File: src/verilog/cpu_cfg.svh
// cpu configuration
// bus widths, the cold reset vector and the 6809 opcode encodings
// of the instruction subset that the core executes

`ifndef CPU_CFG_SVH
`define CPU_CFG_SVH

`define CPU_ADDR_W        16
`define CPU_DATA_W        8

`define CPU_RESET_VECTOR  16'hFFFE // high byte here, low byte at the next address

// accumulator loads
`define OPC_LDA_IMM       8'h86
`define OPC_LDA_EXT       8'hB6
`define OPC_LDB_IMM       8'hC6
`define OPC_LDB_EXT       8'hF6

// alu operations, immediate only
`define OPC_ADDA_IMM      8'h8B
`define OPC_ADDB_IMM      8'hCB
`define OPC_SUBA_IMM      8'h80
`define OPC_ANDA_IMM      8'h84
`define OPC_EORA_IMM      8'h88

`define OPC_STA_EXT       8'hB7
`define OPC_STB_EXT       8'hF7
`define OPC_JMP_EXT       8'h7E

`define OPC_BRA           8'h20
`define OPC_BNE           8'h26
`define OPC_BEQ           8'h27

`endif

File: src/verilog/cpu_pkg.sv
// cpu package
// types shared by the core blocks: addressing modes, alu operations,
// branch conditions, condition code flags, sequencer states and the
// decoded instruction word

package cpu_pkg;

	typedef enum logic [1:0] {
		AM_INHERENT,
		AM_IMMEDIATE,
		AM_EXTENDED,
		AM_REL8
	} addr_mode_e;

	typedef enum logic [2:0] {
		ALU_LOAD,
		ALU_ADD,
		ALU_SUB,
		ALU_AND,
		ALU_EOR,
		ALU_PASS // accumulator through, flags kept
	} alu_op_e;

	typedef enum logic [1:0] {
		BR_ALWAYS,
		BR_EQ,
		BR_NE
	} branch_cond_e;

	typedef struct packed {
		logic n;
		logic z;
		logic v;
		logic c;
	} cc_flags_t;

	// every bus read walks through an address, strobe and capture state
	typedef enum logic [4:0] {
		S_COLD, S_VEC_HI_OE, S_VEC_HI_CAP,
		S_VEC_LO_ADDR, S_VEC_LO_OE, S_VEC_LO_CAP, S_LOAD_PC,
		S_FETCH, S_FETCH_OE, S_FETCH_CAP, S_DECODE,
		S_OPER_ADDR, S_OPER_OE, S_OPER_CAP,
		S_EAHI_ADDR, S_EAHI_OE, S_EAHI_CAP,
		S_EALO_ADDR, S_EALO_OE, S_EALO_CAP, S_EA,
		S_MEM_ADDR, S_MEM_OE, S_MEM_CAP,
		S_EXEC, S_WBACK, S_STORE, S_JUMP, S_BRANCH
	} seq_state_e;

	typedef struct packed {
		addr_mode_e   mode;
		alu_op_e      alu_op;
		logic         use_b;     // accumulator b is the target
		logic         reads_mem; // extended load
		logic         is_store;
		logic         is_jump;
		logic         is_branch;
		branch_cond_e cond;
	} decoded_insn_t;

endpackage

File: src/verilog/cpu_alu.sv
// cpu alu
// 8-bit load, add, subtract, and, exclusive or and pass operations
// on an accumulator and an operand byte, with the new N, Z, V and C flags

`timescale 1ns/1ps

`include "cpu_cfg.svh"

module cpu_alu (
	input  cpu_pkg::alu_op_e       op_i,
	input  logic [`CPU_DATA_W-1:0] acc_i,
	input  logic [`CPU_DATA_W-1:0] operand_i,
	input  cpu_pkg::cc_flags_t     cc_i,
	output logic [`CPU_DATA_W-1:0] result_o,
	output cpu_pkg::cc_flags_t     cc_o
);
	import cpu_pkg::*;

	localparam int MSB = `CPU_DATA_W - 1;

	logic [`CPU_DATA_W:0] sum_w;  // top bit is the carry out
	logic [`CPU_DATA_W:0] diff_w; // top bit is the borrow
	logic                 update_nz;

	assign sum_w = {1'b0, acc_i} + {1'b0, operand_i};
	assign diff_w = {1'b0, acc_i} - {1'b0, operand_i};

	always_comb
	begin
		result_o = acc_i;
		cc_o = cc_i;
		update_nz = 1'b1;
		case (op_i)
			ALU_LOAD:
			begin
				result_o = operand_i;
				cc_o.v = 1'b0;
			end
			ALU_ADD:
			begin
				result_o = sum_w[MSB:0];
				cc_o.v = (acc_i[MSB] == operand_i[MSB]) && (sum_w[MSB] != acc_i[MSB]);
				cc_o.c = sum_w[`CPU_DATA_W];
			end
			ALU_SUB:
			begin
				result_o = diff_w[MSB:0];
				cc_o.v = (acc_i[MSB] != operand_i[MSB]) && (diff_w[MSB] != acc_i[MSB]);
				cc_o.c = diff_w[`CPU_DATA_W];
			end
			ALU_AND:
			begin
				result_o = acc_i & operand_i;
				cc_o.v = 1'b0;
			end
			ALU_EOR:
			begin
				result_o = acc_i ^ operand_i;
				cc_o.v = 1'b0;
			end
			default: update_nz = 1'b0; // pass, flags kept as they are
		endcase
		if (update_nz)
		begin
			cc_o.n = result_o[MSB];
			cc_o.z = (result_o == '0);
		end
	end

endmodule

File: src/verilog/cpu_core.sv
// cpu core top level
// connects sequencer, opcode decoder, register file and alu
// to the single-cycle strobe memory bus

`timescale 1ns/1ps

`include "cpu_cfg.svh"

module cpu_core (
	input  logic                   cpu_clk,
	input  logic                   k_reset,
	input  logic [`CPU_DATA_W-1:0] cpu_data_i,
	output logic [`CPU_ADDR_W-1:0] cpu_addr_o,
	output logic [`CPU_DATA_W-1:0] cpu_data_o,
	output logic                   cpu_oe_o,
	output logic                   cpu_we_o,
	output cpu_pkg::cc_flags_t     cpu_cc_o
);
	import cpu_pkg::*;

	decoded_insn_t          insn;
	cc_flags_t              alu_cc;
	logic [`CPU_DATA_W-1:0] opcode;
	logic [`CPU_DATA_W-1:0] operand;
	logic [`CPU_DATA_W-1:0] acc;
	logic [`CPU_DATA_W-1:0] alu_result;
	logic [`CPU_ADDR_W-1:0] pc;
	logic [`CPU_ADDR_W-1:0] pc_target;
	logic                   pc_inc;
	logic                   pc_load;
	logic                   acc_write;
	logic                   flags_write;

	cpu_sequencer i_sequencer (
		.cpu_clk(cpu_clk),         .k_reset(k_reset),
		.cpu_data_i(cpu_data_i),   .insn_i(insn),
		.pc_i(pc),                 .acc_i(acc),
		.cc_i(cpu_cc_o),           .opcode_o(opcode),
		.operand_o(operand),       .cpu_addr_o(cpu_addr_o),
		.cpu_data_o(cpu_data_o),   .cpu_oe_o(cpu_oe_o),
		.cpu_we_o(cpu_we_o),       .pc_inc_o(pc_inc),
		.pc_load_o(pc_load),       .pc_target_o(pc_target),
		.acc_write_o(acc_write),   .flags_write_o(flags_write)
	);

	opcode_decoder i_decoder (
		.opcode_i(opcode),
		.insn_o(insn)
	);

	register_file i_regs (
		.cpu_clk(cpu_clk),         .k_reset(k_reset),
		.use_b_i(insn.use_b),      .acc_write_i(acc_write),
		.acc_data_i(alu_result),   .flags_write_i(flags_write),
		.cc_data_i(alu_cc),        .pc_inc_i(pc_inc),
		.pc_load_i(pc_load),       .pc_target_i(pc_target),
		.acc_o(acc),               .pc_o(pc),
		.cc_o(cpu_cc_o)
	);

	cpu_alu i_alu (
		.op_i(insn.alu_op),
		.acc_i(acc),
		.operand_i(operand),
		.cc_i(cpu_cc_o),
		.result_o(alu_result),
		.cc_o(alu_cc)
	);

endmodule

File: src/verilog/cpu_sequencer.sv
// cpu sequencer
// control FSM of the core: reset vector fetch, opcode fetch and decode,
// operand and address byte reads, execute, writeback, store, jump and
// branch. drives the bus strobes and the register file strobes

`timescale 1ns/1ps

`include "cpu_cfg.svh"

module cpu_sequencer (
	input  logic                   cpu_clk,
	input  logic                   k_reset,
	input  logic [`CPU_DATA_W-1:0] cpu_data_i,
	input  cpu_pkg::decoded_insn_t insn_i,
	input  logic [`CPU_ADDR_W-1:0] pc_i,
	input  logic [`CPU_DATA_W-1:0] acc_i,
	input  cpu_pkg::cc_flags_t     cc_i,
	output logic [`CPU_DATA_W-1:0] opcode_o,
	output logic [`CPU_DATA_W-1:0] operand_o,
	output logic [`CPU_ADDR_W-1:0] cpu_addr_o,
	output logic [`CPU_DATA_W-1:0] cpu_data_o,
	output logic                   cpu_oe_o,
	output logic                   cpu_we_o,
	output logic                   pc_inc_o,
	output logic                   pc_load_o,
	output logic [`CPU_ADDR_W-1:0] pc_target_o,
	output logic                   acc_write_o,
	output logic                   flags_write_o
);
	import cpu_pkg::*;

	seq_state_e             state;
	logic [`CPU_DATA_W-1:0] opcode_q;
	logic [`CPU_DATA_W-1:0] operand_q; // also low byte of vector and jump address
	logic [`CPU_ADDR_W-1:0] ea_q;
	logic [`CPU_ADDR_W-1:0] addr_q;
	logic [`CPU_DATA_W-1:0] data_q;
	logic                   acc_write_q;
	logic                   flags_write_q;
	logic                   branch_taken;
	logic [`CPU_ADDR_W-1:0] branch_target;

	always_comb
	begin
		case (insn_i.cond)
			BR_EQ:   branch_taken = cc_i.z;
			BR_NE:   branch_taken = !cc_i.z;
			default: branch_taken = 1'b1;
		endcase
	end

	// pc already points past the offset byte here
	assign branch_target = pc_i +
		{{(`CPU_ADDR_W-`CPU_DATA_W){operand_q[`CPU_DATA_W-1]}}, operand_q};

	always_ff @(posedge cpu_clk or posedge k_reset)
	begin
		if (k_reset)
		begin
			state <= S_COLD;
			acc_write_q <= 1'b0;
			flags_write_q <= 1'b0;
		end
		else
		begin
			acc_write_q <= 1'b0; // single cycle strobes
			flags_write_q <= 1'b0;
			case (state)
				S_COLD:        state <= S_VEC_HI_OE;
				S_VEC_HI_OE:   state <= S_VEC_HI_CAP;
				S_VEC_HI_CAP:  state <= S_VEC_LO_ADDR;
				S_VEC_LO_ADDR: state <= S_VEC_LO_OE;
				S_VEC_LO_OE:   state <= S_VEC_LO_CAP;
				S_VEC_LO_CAP:  state <= S_LOAD_PC;
				S_LOAD_PC:     state <= S_FETCH;
				S_FETCH:       state <= S_FETCH_OE;
				S_FETCH_OE:    state <= S_FETCH_CAP;
				S_FETCH_CAP:   state <= S_DECODE;
				S_DECODE:
				begin
					case (insn_i.mode)
						AM_IMMEDIATE, AM_REL8: state <= S_OPER_ADDR;
						AM_EXTENDED:           state <= S_EAHI_ADDR;
						default:               state <= S_FETCH; // unknown opcodes end here
					endcase
				end
				S_OPER_ADDR:   state <= S_OPER_OE;
				S_OPER_OE:     state <= S_OPER_CAP;
				S_OPER_CAP:    state <= insn_i.is_branch ? S_BRANCH : S_EXEC;
				S_EAHI_ADDR:   state <= S_EAHI_OE;
				S_EAHI_OE:     state <= S_EAHI_CAP;
				S_EAHI_CAP:    state <= S_EALO_ADDR;
				S_EALO_ADDR:   state <= S_EALO_OE;
				S_EALO_OE:     state <= S_EALO_CAP;
				S_EALO_CAP:    state <= insn_i.is_jump ? S_JUMP : S_EA;
				S_EA:          state <= insn_i.reads_mem ? S_MEM_ADDR : S_EXEC;
				S_MEM_ADDR:    state <= S_MEM_OE;
				S_MEM_OE:      state <= S_MEM_CAP;
				S_MEM_CAP:     state <= S_EXEC;
				S_EXEC:
				begin
					if (insn_i.is_store)
						state <= S_STORE;
					else
					begin
						state <= S_WBACK;
						acc_write_q <= (insn_i.alu_op != ALU_PASS);
						flags_write_q <= 1'b1;
					end
				end
				S_STORE:       state <= S_WBACK; // address and data held one more cycle
				default:       state <= S_FETCH; // wback, jump, branch
			endcase
		end
	end

	always_ff @(posedge cpu_clk)
	begin
		case (state)
			S_COLD:        addr_q <= `CPU_RESET_VECTOR;
			S_VEC_LO_ADDR: addr_q <= addr_q + 1'b1;
			S_FETCH, S_OPER_ADDR, S_EAHI_ADDR, S_EALO_ADDR:
				addr_q <= pc_i;
			S_FETCH_CAP:   opcode_q <= cpu_data_i;
			S_VEC_HI_CAP, S_EAHI_CAP:
				ea_q[`CPU_ADDR_W-1:`CPU_DATA_W] <= cpu_data_i;
			S_VEC_LO_CAP, S_OPER_CAP, S_EALO_CAP, S_MEM_CAP:
				operand_q <= cpu_data_i;
			S_EA:          ea_q[`CPU_DATA_W-1:0] <= operand_q;
			S_MEM_ADDR:    addr_q <= ea_q;
			S_EXEC:
			begin
				if (insn_i.is_store)
				begin
					addr_q <= ea_q;
					data_q <= acc_i;
				end
			end
			default: ;
		endcase
	end

	assign cpu_oe_o = state inside {S_VEC_HI_OE, S_VEC_LO_OE, S_FETCH_OE, S_OPER_OE,
		S_EAHI_OE, S_EALO_OE, S_MEM_OE};
	assign cpu_we_o = (state == S_STORE);
	assign cpu_addr_o = addr_q;
	assign cpu_data_o = data_q;

	assign pc_inc_o = state inside {S_FETCH, S_OPER_ADDR, S_EAHI_ADDR, S_EALO_ADDR};
	assign pc_load_o = (state == S_LOAD_PC) || (state == S_JUMP) ||
		((state == S_BRANCH) && branch_taken);
	assign pc_target_o = (state == S_BRANCH) ? branch_target :
		{ea_q[`CPU_ADDR_W-1:`CPU_DATA_W], operand_q}; // vector or jump address

	assign acc_write_o = acc_write_q;
	assign flags_write_o = flags_write_q;
	assign opcode_o = opcode_q;
	assign operand_o = operand_q;

endmodule

File: src/verilog/opcode_decoder.sv
// opcode decoder
// turns the fetched opcode byte into the decoded instruction word,
// unknown opcodes come out as an inherent no-op

`timescale 1ns/1ps

`include "cpu_cfg.svh"

module opcode_decoder (
	input  logic [`CPU_DATA_W-1:0] opcode_i,
	output cpu_pkg::decoded_insn_t insn_o
);
	import cpu_pkg::*;

	always_comb
	begin
		insn_o.mode = AM_INHERENT;
		insn_o.alu_op = ALU_PASS;
		insn_o.use_b = 1'b0;
		insn_o.reads_mem = 1'b0;
		insn_o.is_store = 1'b0;
		insn_o.is_jump = 1'b0;
		insn_o.is_branch = 1'b0;
		insn_o.cond = BR_ALWAYS;
		case (opcode_i)
			`OPC_LDA_IMM, `OPC_LDB_IMM:
			begin
				insn_o.mode = AM_IMMEDIATE;
				insn_o.alu_op = ALU_LOAD;
				insn_o.use_b = (opcode_i == `OPC_LDB_IMM);
			end
			`OPC_LDA_EXT, `OPC_LDB_EXT:
			begin
				insn_o.mode = AM_EXTENDED;
				insn_o.alu_op = ALU_LOAD;
				insn_o.use_b = (opcode_i == `OPC_LDB_EXT);
				insn_o.reads_mem = 1'b1;
			end
			`OPC_ADDA_IMM, `OPC_ADDB_IMM:
			begin
				insn_o.mode = AM_IMMEDIATE;
				insn_o.alu_op = ALU_ADD;
				insn_o.use_b = (opcode_i == `OPC_ADDB_IMM);
			end
			`OPC_SUBA_IMM:
			begin
				insn_o.mode = AM_IMMEDIATE;
				insn_o.alu_op = ALU_SUB;
			end
			`OPC_ANDA_IMM:
			begin
				insn_o.mode = AM_IMMEDIATE;
				insn_o.alu_op = ALU_AND;
			end
			`OPC_EORA_IMM:
			begin
				insn_o.mode = AM_IMMEDIATE;
				insn_o.alu_op = ALU_EOR;
			end
			`OPC_STA_EXT, `OPC_STB_EXT:
			begin
				insn_o.mode = AM_EXTENDED; // alu stays on pass
				insn_o.use_b = (opcode_i == `OPC_STB_EXT);
				insn_o.is_store = 1'b1;
			end
			`OPC_JMP_EXT:
			begin
				insn_o.mode = AM_EXTENDED;
				insn_o.is_jump = 1'b1;
			end
			`OPC_BRA, `OPC_BEQ, `OPC_BNE:
			begin
				insn_o.mode = AM_REL8;
				insn_o.is_branch = 1'b1;
				if (opcode_i == `OPC_BEQ)
					insn_o.cond = BR_EQ;
				else if (opcode_i == `OPC_BNE)
					insn_o.cond = BR_NE;
			end
			default: ;
		endcase
	end

endmodule

File: src/verilog/register_file.sv
// register file
// accumulators A and B, condition codes and program counter,
// written by single-cycle strobes from the sequencer

`timescale 1ns/1ps

`include "cpu_cfg.svh"

module register_file (
	input  logic                   cpu_clk,
	input  logic                   k_reset,
	input  logic                   use_b_i,
	input  logic                   acc_write_i,
	input  logic [`CPU_DATA_W-1:0] acc_data_i,
	input  logic                   flags_write_i,
	input  cpu_pkg::cc_flags_t     cc_data_i,
	input  logic                   pc_inc_i,
	input  logic                   pc_load_i,
	input  logic [`CPU_ADDR_W-1:0] pc_target_i,
	output logic [`CPU_DATA_W-1:0] acc_o,
	output logic [`CPU_ADDR_W-1:0] pc_o,
	output cpu_pkg::cc_flags_t     cc_o
);
	import cpu_pkg::*;

	logic [`CPU_DATA_W-1:0] acc_a;
	logic [`CPU_DATA_W-1:0] acc_b;
	logic [`CPU_ADDR_W-1:0] pc_q;
	cc_flags_t              cc_q;

	always_ff @(posedge cpu_clk or posedge k_reset)
	begin
		if (k_reset)
		begin
			acc_a <= '0;
			acc_b <= '0;
		end
		else if (acc_write_i)
		begin
			if (use_b_i)
				acc_b <= acc_data_i;
			else
				acc_a <= acc_data_i;
		end
	end

	always_ff @(posedge cpu_clk or posedge k_reset)
	begin
		if (k_reset)
			cc_q <= '0;
		else if (flags_write_i)
			cc_q <= cc_data_i;
	end

	always_ff @(posedge cpu_clk or posedge k_reset)
	begin
		if (k_reset)
			pc_q <= '0;
		else if (pc_load_i)
			pc_q <= pc_target_i; // load wins over increment
		else if (pc_inc_i)
			pc_q <= pc_q + 1'b1;
	end

	assign acc_o = use_b_i ? acc_b : acc_a;
	assign pc_o = pc_q;
	assign cc_o = cc_q;

endmodule
File: config.mk
export PLATFORM = sky130hd
export DESIGN_NAME = cpu_core
export DESIGN_NICKNAME = d
export VERILOG_FILES = /design/src/verilog/cpu_pkg.sv /design/src/verilog/cpu_alu.sv /design/src/verilog/cpu_core.sv /design/src/verilog/cpu_sequencer.sv /design/src/verilog/opcode_decoder.sv /design/src/verilog/register_file.sv
export VERILOG_INCLUDE_DIRS = /design/src /design/src/verilog
export SDC_FILE = /design/constraint.sdc
export NUM_CORES = 1
export LEC_CHECK = 0
export BUFFER_PORTS_ARGS = -buffer_cell sky130_fd_sc_hd__buf_2
export CORE_MARGIN = 10
export CORE_UTILIZATION = 40
export CTS_CLUSTER_DIAMETER = 50
export CTS_CLUSTER_SIZE = 28
export DETAILED_ROUTE_END_ITERATION = 6
export GPL_TIMING_DRIVEN = 0
export HOLD_SLACK_MARGIN = 0.08
export PLACE_DENSITY_LB_ADDON = 0.05
export SYNTH_ARGS = -nofsm -noshare
export SYNTH_HDL_FRONTEND = slang
export SYNTH_HIERARCHICAL = 1
export SYNTH_SLANG_ARGS = --single-unit
File: constraint.sdc
create_clock -name cpu_clk -period 8 [get_ports cpu_clk]
set_input_delay 2.4 -clock cpu_clk [delete_from_list [all_inputs] [get_ports cpu_clk]]
set_output_delay 2.4 -clock cpu_clk [all_outputs]
set_load 0.01 [all_outputs]
### Word-level counts from Yosys, hierarchy flattened

Index checks and enable logic that the tools add are counted.

* bits in registers: 99
* output and inout port bits: 30
* word-level logic and storage cells: 147

* add/subtract/negate cells: 5
* eq/ne operators: 57
* multiplexer cells: 30
* bitwise operators: 3
* reductions and logical operators: 36

Operator list (count)
* one-hot mux 5 bit (25 select lines): 1
* equality test 8 bit (second input constant): 11
* one-hot mux 16 bit (5 select lines): 1
* two-way mux 16 bit: 4
* equality test 5 bit (second input constant): 12
* equality test 5 x 4 -> 1 bit (second input constant): 8
* one-hot mux 8 bit (5 select lines): 1
* adder 16 x 1 -> 16 bit (second input constant): 2
* equality test 8 x 6 -> 1 bit (second input constant): 3
* equality test 5 x 3 -> 1 bit (second input constant): 4
* adder 16 bit: 1
* one-hot mux 3 bit (5 select lines): 1
* AND reduction 2 bit: 7
* OR reduction 2 bit: 6
* OR reduction 4 bit: 3
* equality test 5 x 2 -> 1 bit (second input constant): 2
* OR reduction 5 bit: 2
* adder 8 x 8 -> 9 bit: 1
* subtractor 8 x 8 -> 9 bit: 1
* bitwise AND 8 bit: 1
* equality test 8 x 7 -> 1 bit (second input constant): 1
* zero test 8 bit: 1
* two-way mux 1 bit: 8
* two-way mux 4 bit: 2
* 32 further kinds: 47

### Logic depth before layout (Yosys ltp)

* depth after elaboration: 9
* depth in mapped cells: 18
* mapped depth without buffers: 16

### By module

The synthesis kept the hierarchy.

By module, submodules not included
* cpu_sequencer: instances 1, cells an instance 399, area each 3976.3 um^2
* register_file: instances 1, cells an instance 151, area each 1730.4 um^2
* cpu_alu: instances 1, cells an instance 192, area each 1306.3 um^2
* opcode_decoder: instances 1, cells an instance 45, area each 297.8 um^2

### Least setup slack after synthesis

Ideal clock, no wire load.

* path kind: register to register
* start: register i_sequencer.opcode_q[4] (netlist: i_sequencer/opcode_o[4])
* end: register i_regs.cc_q (netlist bit i_regs/cc_o[2])
* library setup time: 0.065 ns
* arrival: 4.457 ns
* setup slack: 3.479 ns
* stages on the path, launching flop included: 16
* buffers on the path: 1
* period minus slack after synthesis: 4.521 ns
* cell sequence: edfxtp_1 -> or3b_2 -> a211oi_1 -> a21o_1 -> clkbuf_1 -> mux2_1 -> ha_1 -> fa_1 -> mux2i_1 -> o221ai_1 -> a2111oi_2 -> a21oi_1 -> or3_1 -> or4_1 -> o31ai_2 -> mux2_2

RTL lines
* from (decl): line cpu_sequencer.sv:33 `` logic [`CPU_DATA_W-1:0] opcode_q; ``
* from (signal assigned): line cpu_sequencer.sv:124 `S_FETCH_CAP: opcode_q <= cpu_data_i;`
* to (signal assigned): line register_file.sv:52 `cc_q <= cc_data_i;`
* to (decl): line register_file.sv:29 `cc_flags_t cc_q;`

==> results.md <==
* Crit path max fanout at 10
* Synth cell count leaders: nand2_1 (80), edfxtp_1 (56), nor2_1 (55)
* Max-slew headroom at 0.238
* Mapped Nets at 836
* Worst vdd ir at ~0.14 mV
* Die Span X at about 160 um
* Drt pass-1 iters at 5
* Core Region at around 0.018 sq mm
* HP Class: reg2reg
* Post-synth top area share at 0.230
* Min Clock Period, post-route at between 5000 and 6000 ps
* DR vias/cell at about 6
* Period utilization at 0.684
* Crit Path Category: reg2reg
* Placement-stage cell area at approximately 0.0078 sq mm
* Slew @ Worst Pin at between 1000 and 1500 ps
* Power Dens Cells at approximately 320 mW/mm^2
* CTS clk-pin slew, worst paths at approximately 80 ps
* Post-route cell area at around 0.0081 sq mm
* Vias in the first global route at around 6200
* Die Ht at 155 um
* Antenna-violating nets left at 0
* Starting Density at 0.407
* CTS tree: done
* Ant diodes at 0
* Leak Pwr at 3.29 nW
* Yosys top cell by area: edfxtp_1
* Post-cts sizing count at 0
* Netlist Area Pre-Place at ~0.0073 sq mm
* Nets at a little under 900
* Residual DRC at 0
* Synthesis-stage register bit count at 99
* Ports at 40
* Initial antenna violation count at 0
* CTS Hold Bufs at 0
* Die Area at 0.0241 sq mm
* Layout cells sized above 1 at 0.128
* Total number of vias at between 6000 and 7000
* Synth cell types at between 80 and 90
* H-tree levels at 3
* Status: complete, no violations
* Post-synthesis sequential area ratio at 0.377
* P&R area growth vs syn at 10.8%
* Routed len/inst at 19.5 um
* Crit end category: flip-flop
* Total grt overflow at 0
* Dpl hpwl at 16200 um
* RSZ-0062 raised after global routing: no
* Number of port buffers at 39
* Ys Warns at 6
* GR Util All Layers at 0.174
* Critical Path RT at a little over 8000 ps
* Fillers at 1747
* Final hold vios at 0
* Final setup fails at 0
* Setup total negative slack at 0 ps
* Crit path launch type: flip-flop
* GPL Wtd Cong at about 0.94
* Num CTS Buffers at 9
* Area contributors post-synth: edfxtp_1 (23%), dfrtp_1 (15%), ha_1 (6.2%), nand2_1 (4.1%), mux2_1 (3.7%)
* Largest net degree at the start of global routing at 37
* CTS root buf: clkbuf_16
* Post-synth EDFFs at 56
* Longest Clk Path Bufs at 2
* Ys flop type: edfxtp_1
* Async set-reset flop share out of synthesis at 0.434
* Syn avg cell area at 9.29 sq um
* Synth Instances at slightly below 800
* Rows at 49
* Max-slew violation count at 0
* Final core utilization at 0.451
* Iter 0 DRT Violations at 526
* Fmax at approximately 0.18 GHz
* Total Wirelength at 20800 um
* First-pass GRT wire length at 33700 um
* Post-CTS Setup Inserts at 0
* Worst EP arrival at about 5800 ps
* # clock sinks at 99
* Count leader, synth: nand2_1
* Worst-skew pair later-pin latency at about 360 ps
* Max Cap Viol at 0
* Clock Skew at ~8 ps
-- critical path: stages, from the launching register on --
cell	delay, ps
edfxtp_1	480
or3b_2	520
a211oi_1	310
a21o_1	170
clkbuf_1	510
mux2_1	440
ha_1	300
fa_1	430
nor2b_1	150
o31ai_1	540
o32ai_1	180
a221oi_2	260
a211oi_1	120
or4_1	620
o31ai_2	210
mux2_2	180
-- power by group --
group,switching [mW],leakage (nW),internal (mW)
Clock,0.215,0.142,0.220
Combinational,0.806,2.07,0.485
Sequential,0.170,1.08,0.719
Total,1.19,3.29,1.42
-- flip-flops by register name, indices dropped and copies added (netlist names) --
signal                     cells
i_regs/pc_o                   16
i_sequencer/cpu_addr_o        16
i_sequencer/ea_q              16
i_regs/acc_a                   8
i_regs/acc_b                   8
i_sequencer/cpu_data_o         8
i_sequencer/opcode_o           8
i_sequencer/operand_o          8
i_sequencer/state              5
i_regs/cc_o                    4
i_sequencer/acc_write_o        1
i_sequencer/flags_write_o      1
-- path summary, 6_finish.rpt --
| check | from | endpoint | cells after the start | slack, ps |
|---|---|---|---|---|
| worst max-delay path | i_sequencer/opcode_o[4]$_DFFE_PP_ | i_regs/cc_o[2]$_DFFE_PP0P_ | 15 | 2530 |
| worst min-delay path | i_regs/acc_a[5]$_DFFE_PP0P_ | i_regs/acc_a[5]$_DFFE_PP0P_ | 1 | 490 |
| worst max register to register | i_sequencer/opcode_o[4]$_DFFE_PP_ | i_regs/cc_o[2]$_DFFE_PP0P_ | 15 | 2530 |
| worst min register to register | i_regs/acc_a[5]$_DFFE_PP0P_ | i_regs/acc_a[5]$_DFFE_PP0P_ | 1 | 490 |
| max in group asynchronous | k_reset | i_regs/pc_o[12]$_DFFE_PP0P_ | 2 | 5240 |
| min in group asynchronous | k_reset | i_sequencer/acc_write_o$_DFF_PP0_ | 2 | 2010 |
-- metal layers --
layer  share of wire  GRT usage
met1            0.47      0.237
met2            0.46      0.276
met3           0.045     0.0240
met4           0.018     0.0602
met5               0          0
-- area by class of cell --
| class | instances | area (sq um) | area share |
|---|---|---|---|
| clock buffer | 9 | 225 | 0.0278 |
| multi-input combinational | 610 | 4240 | 0.523 |
| sequential | 99 | 2760 | 0.340 |
| tap | 229 | 287 | 0.0354 |
| inverter | 36 | 135 | 0.0167 |
| buffer | 42 | 196 | 0.0243 |
| clock inverter | 7 | 67.6 | 0.00834 |
| timing repair buffer | 39 | 195 | 0.0241 |
-- through the flow --
stage,worst slack (ps),power [mW],instances,hold WS (ps)
global placement,2670,2.15,1055,461
floorplan,3480,1.80,787,450
finish,2530,2.61,1071,485
CTS,2530,2.62,1071,487
detailed placement,2550,2.17,1055,469
global route,2140,2.82,1071,501
-- placed cells by master, fill, tap and decap left out, types with 11 or more instances in the layout --
| master | Yosys | layout |
|---|---|---|
| nand2_1 | 80 | 80 |
| edfxtp_1 | 56 | 56 |
| nor2_1 | 55 | 55 |
| o21ai_0 | 53 | 52 |
| buf_2 | 13 | 52 |
| dfrtp_1 | 43 | 43 |
| a21oi_1 | 41 | 41 |
| ha_1 | 36 | 36 |
| inv_1 | 33 | 32 |
| xor2_1 | 24 | 24 |
| mux2_1 | 24 | 24 |
| nand3_1 | 22 | 22 |
| clkbuf_1 | 21 | 21 |
| xnor2_1 | 20 | 20 |
| nor3_1 | 18 | 17 |
| o21ai_1 | 15 | 15 |
| nor2b_1 | 12 | 12 |
| nand2b_1 | 11 | 11 |
| a31oi_1 | 11 | 11 |
| a221oi_1 | 11 | 11 |
-- logic make-up after synthesis --
group	count (synthesis)	share of synthesized area
simple gates	275	0.196
compound gates	212	0.198
mux	40	0.0618
xor+xnor	44	0.0527
flops	99	0.377
fa+ha+maj	39	0.0698
buf+inv	78	0.0454
Power figures use the tool's default switching activity.
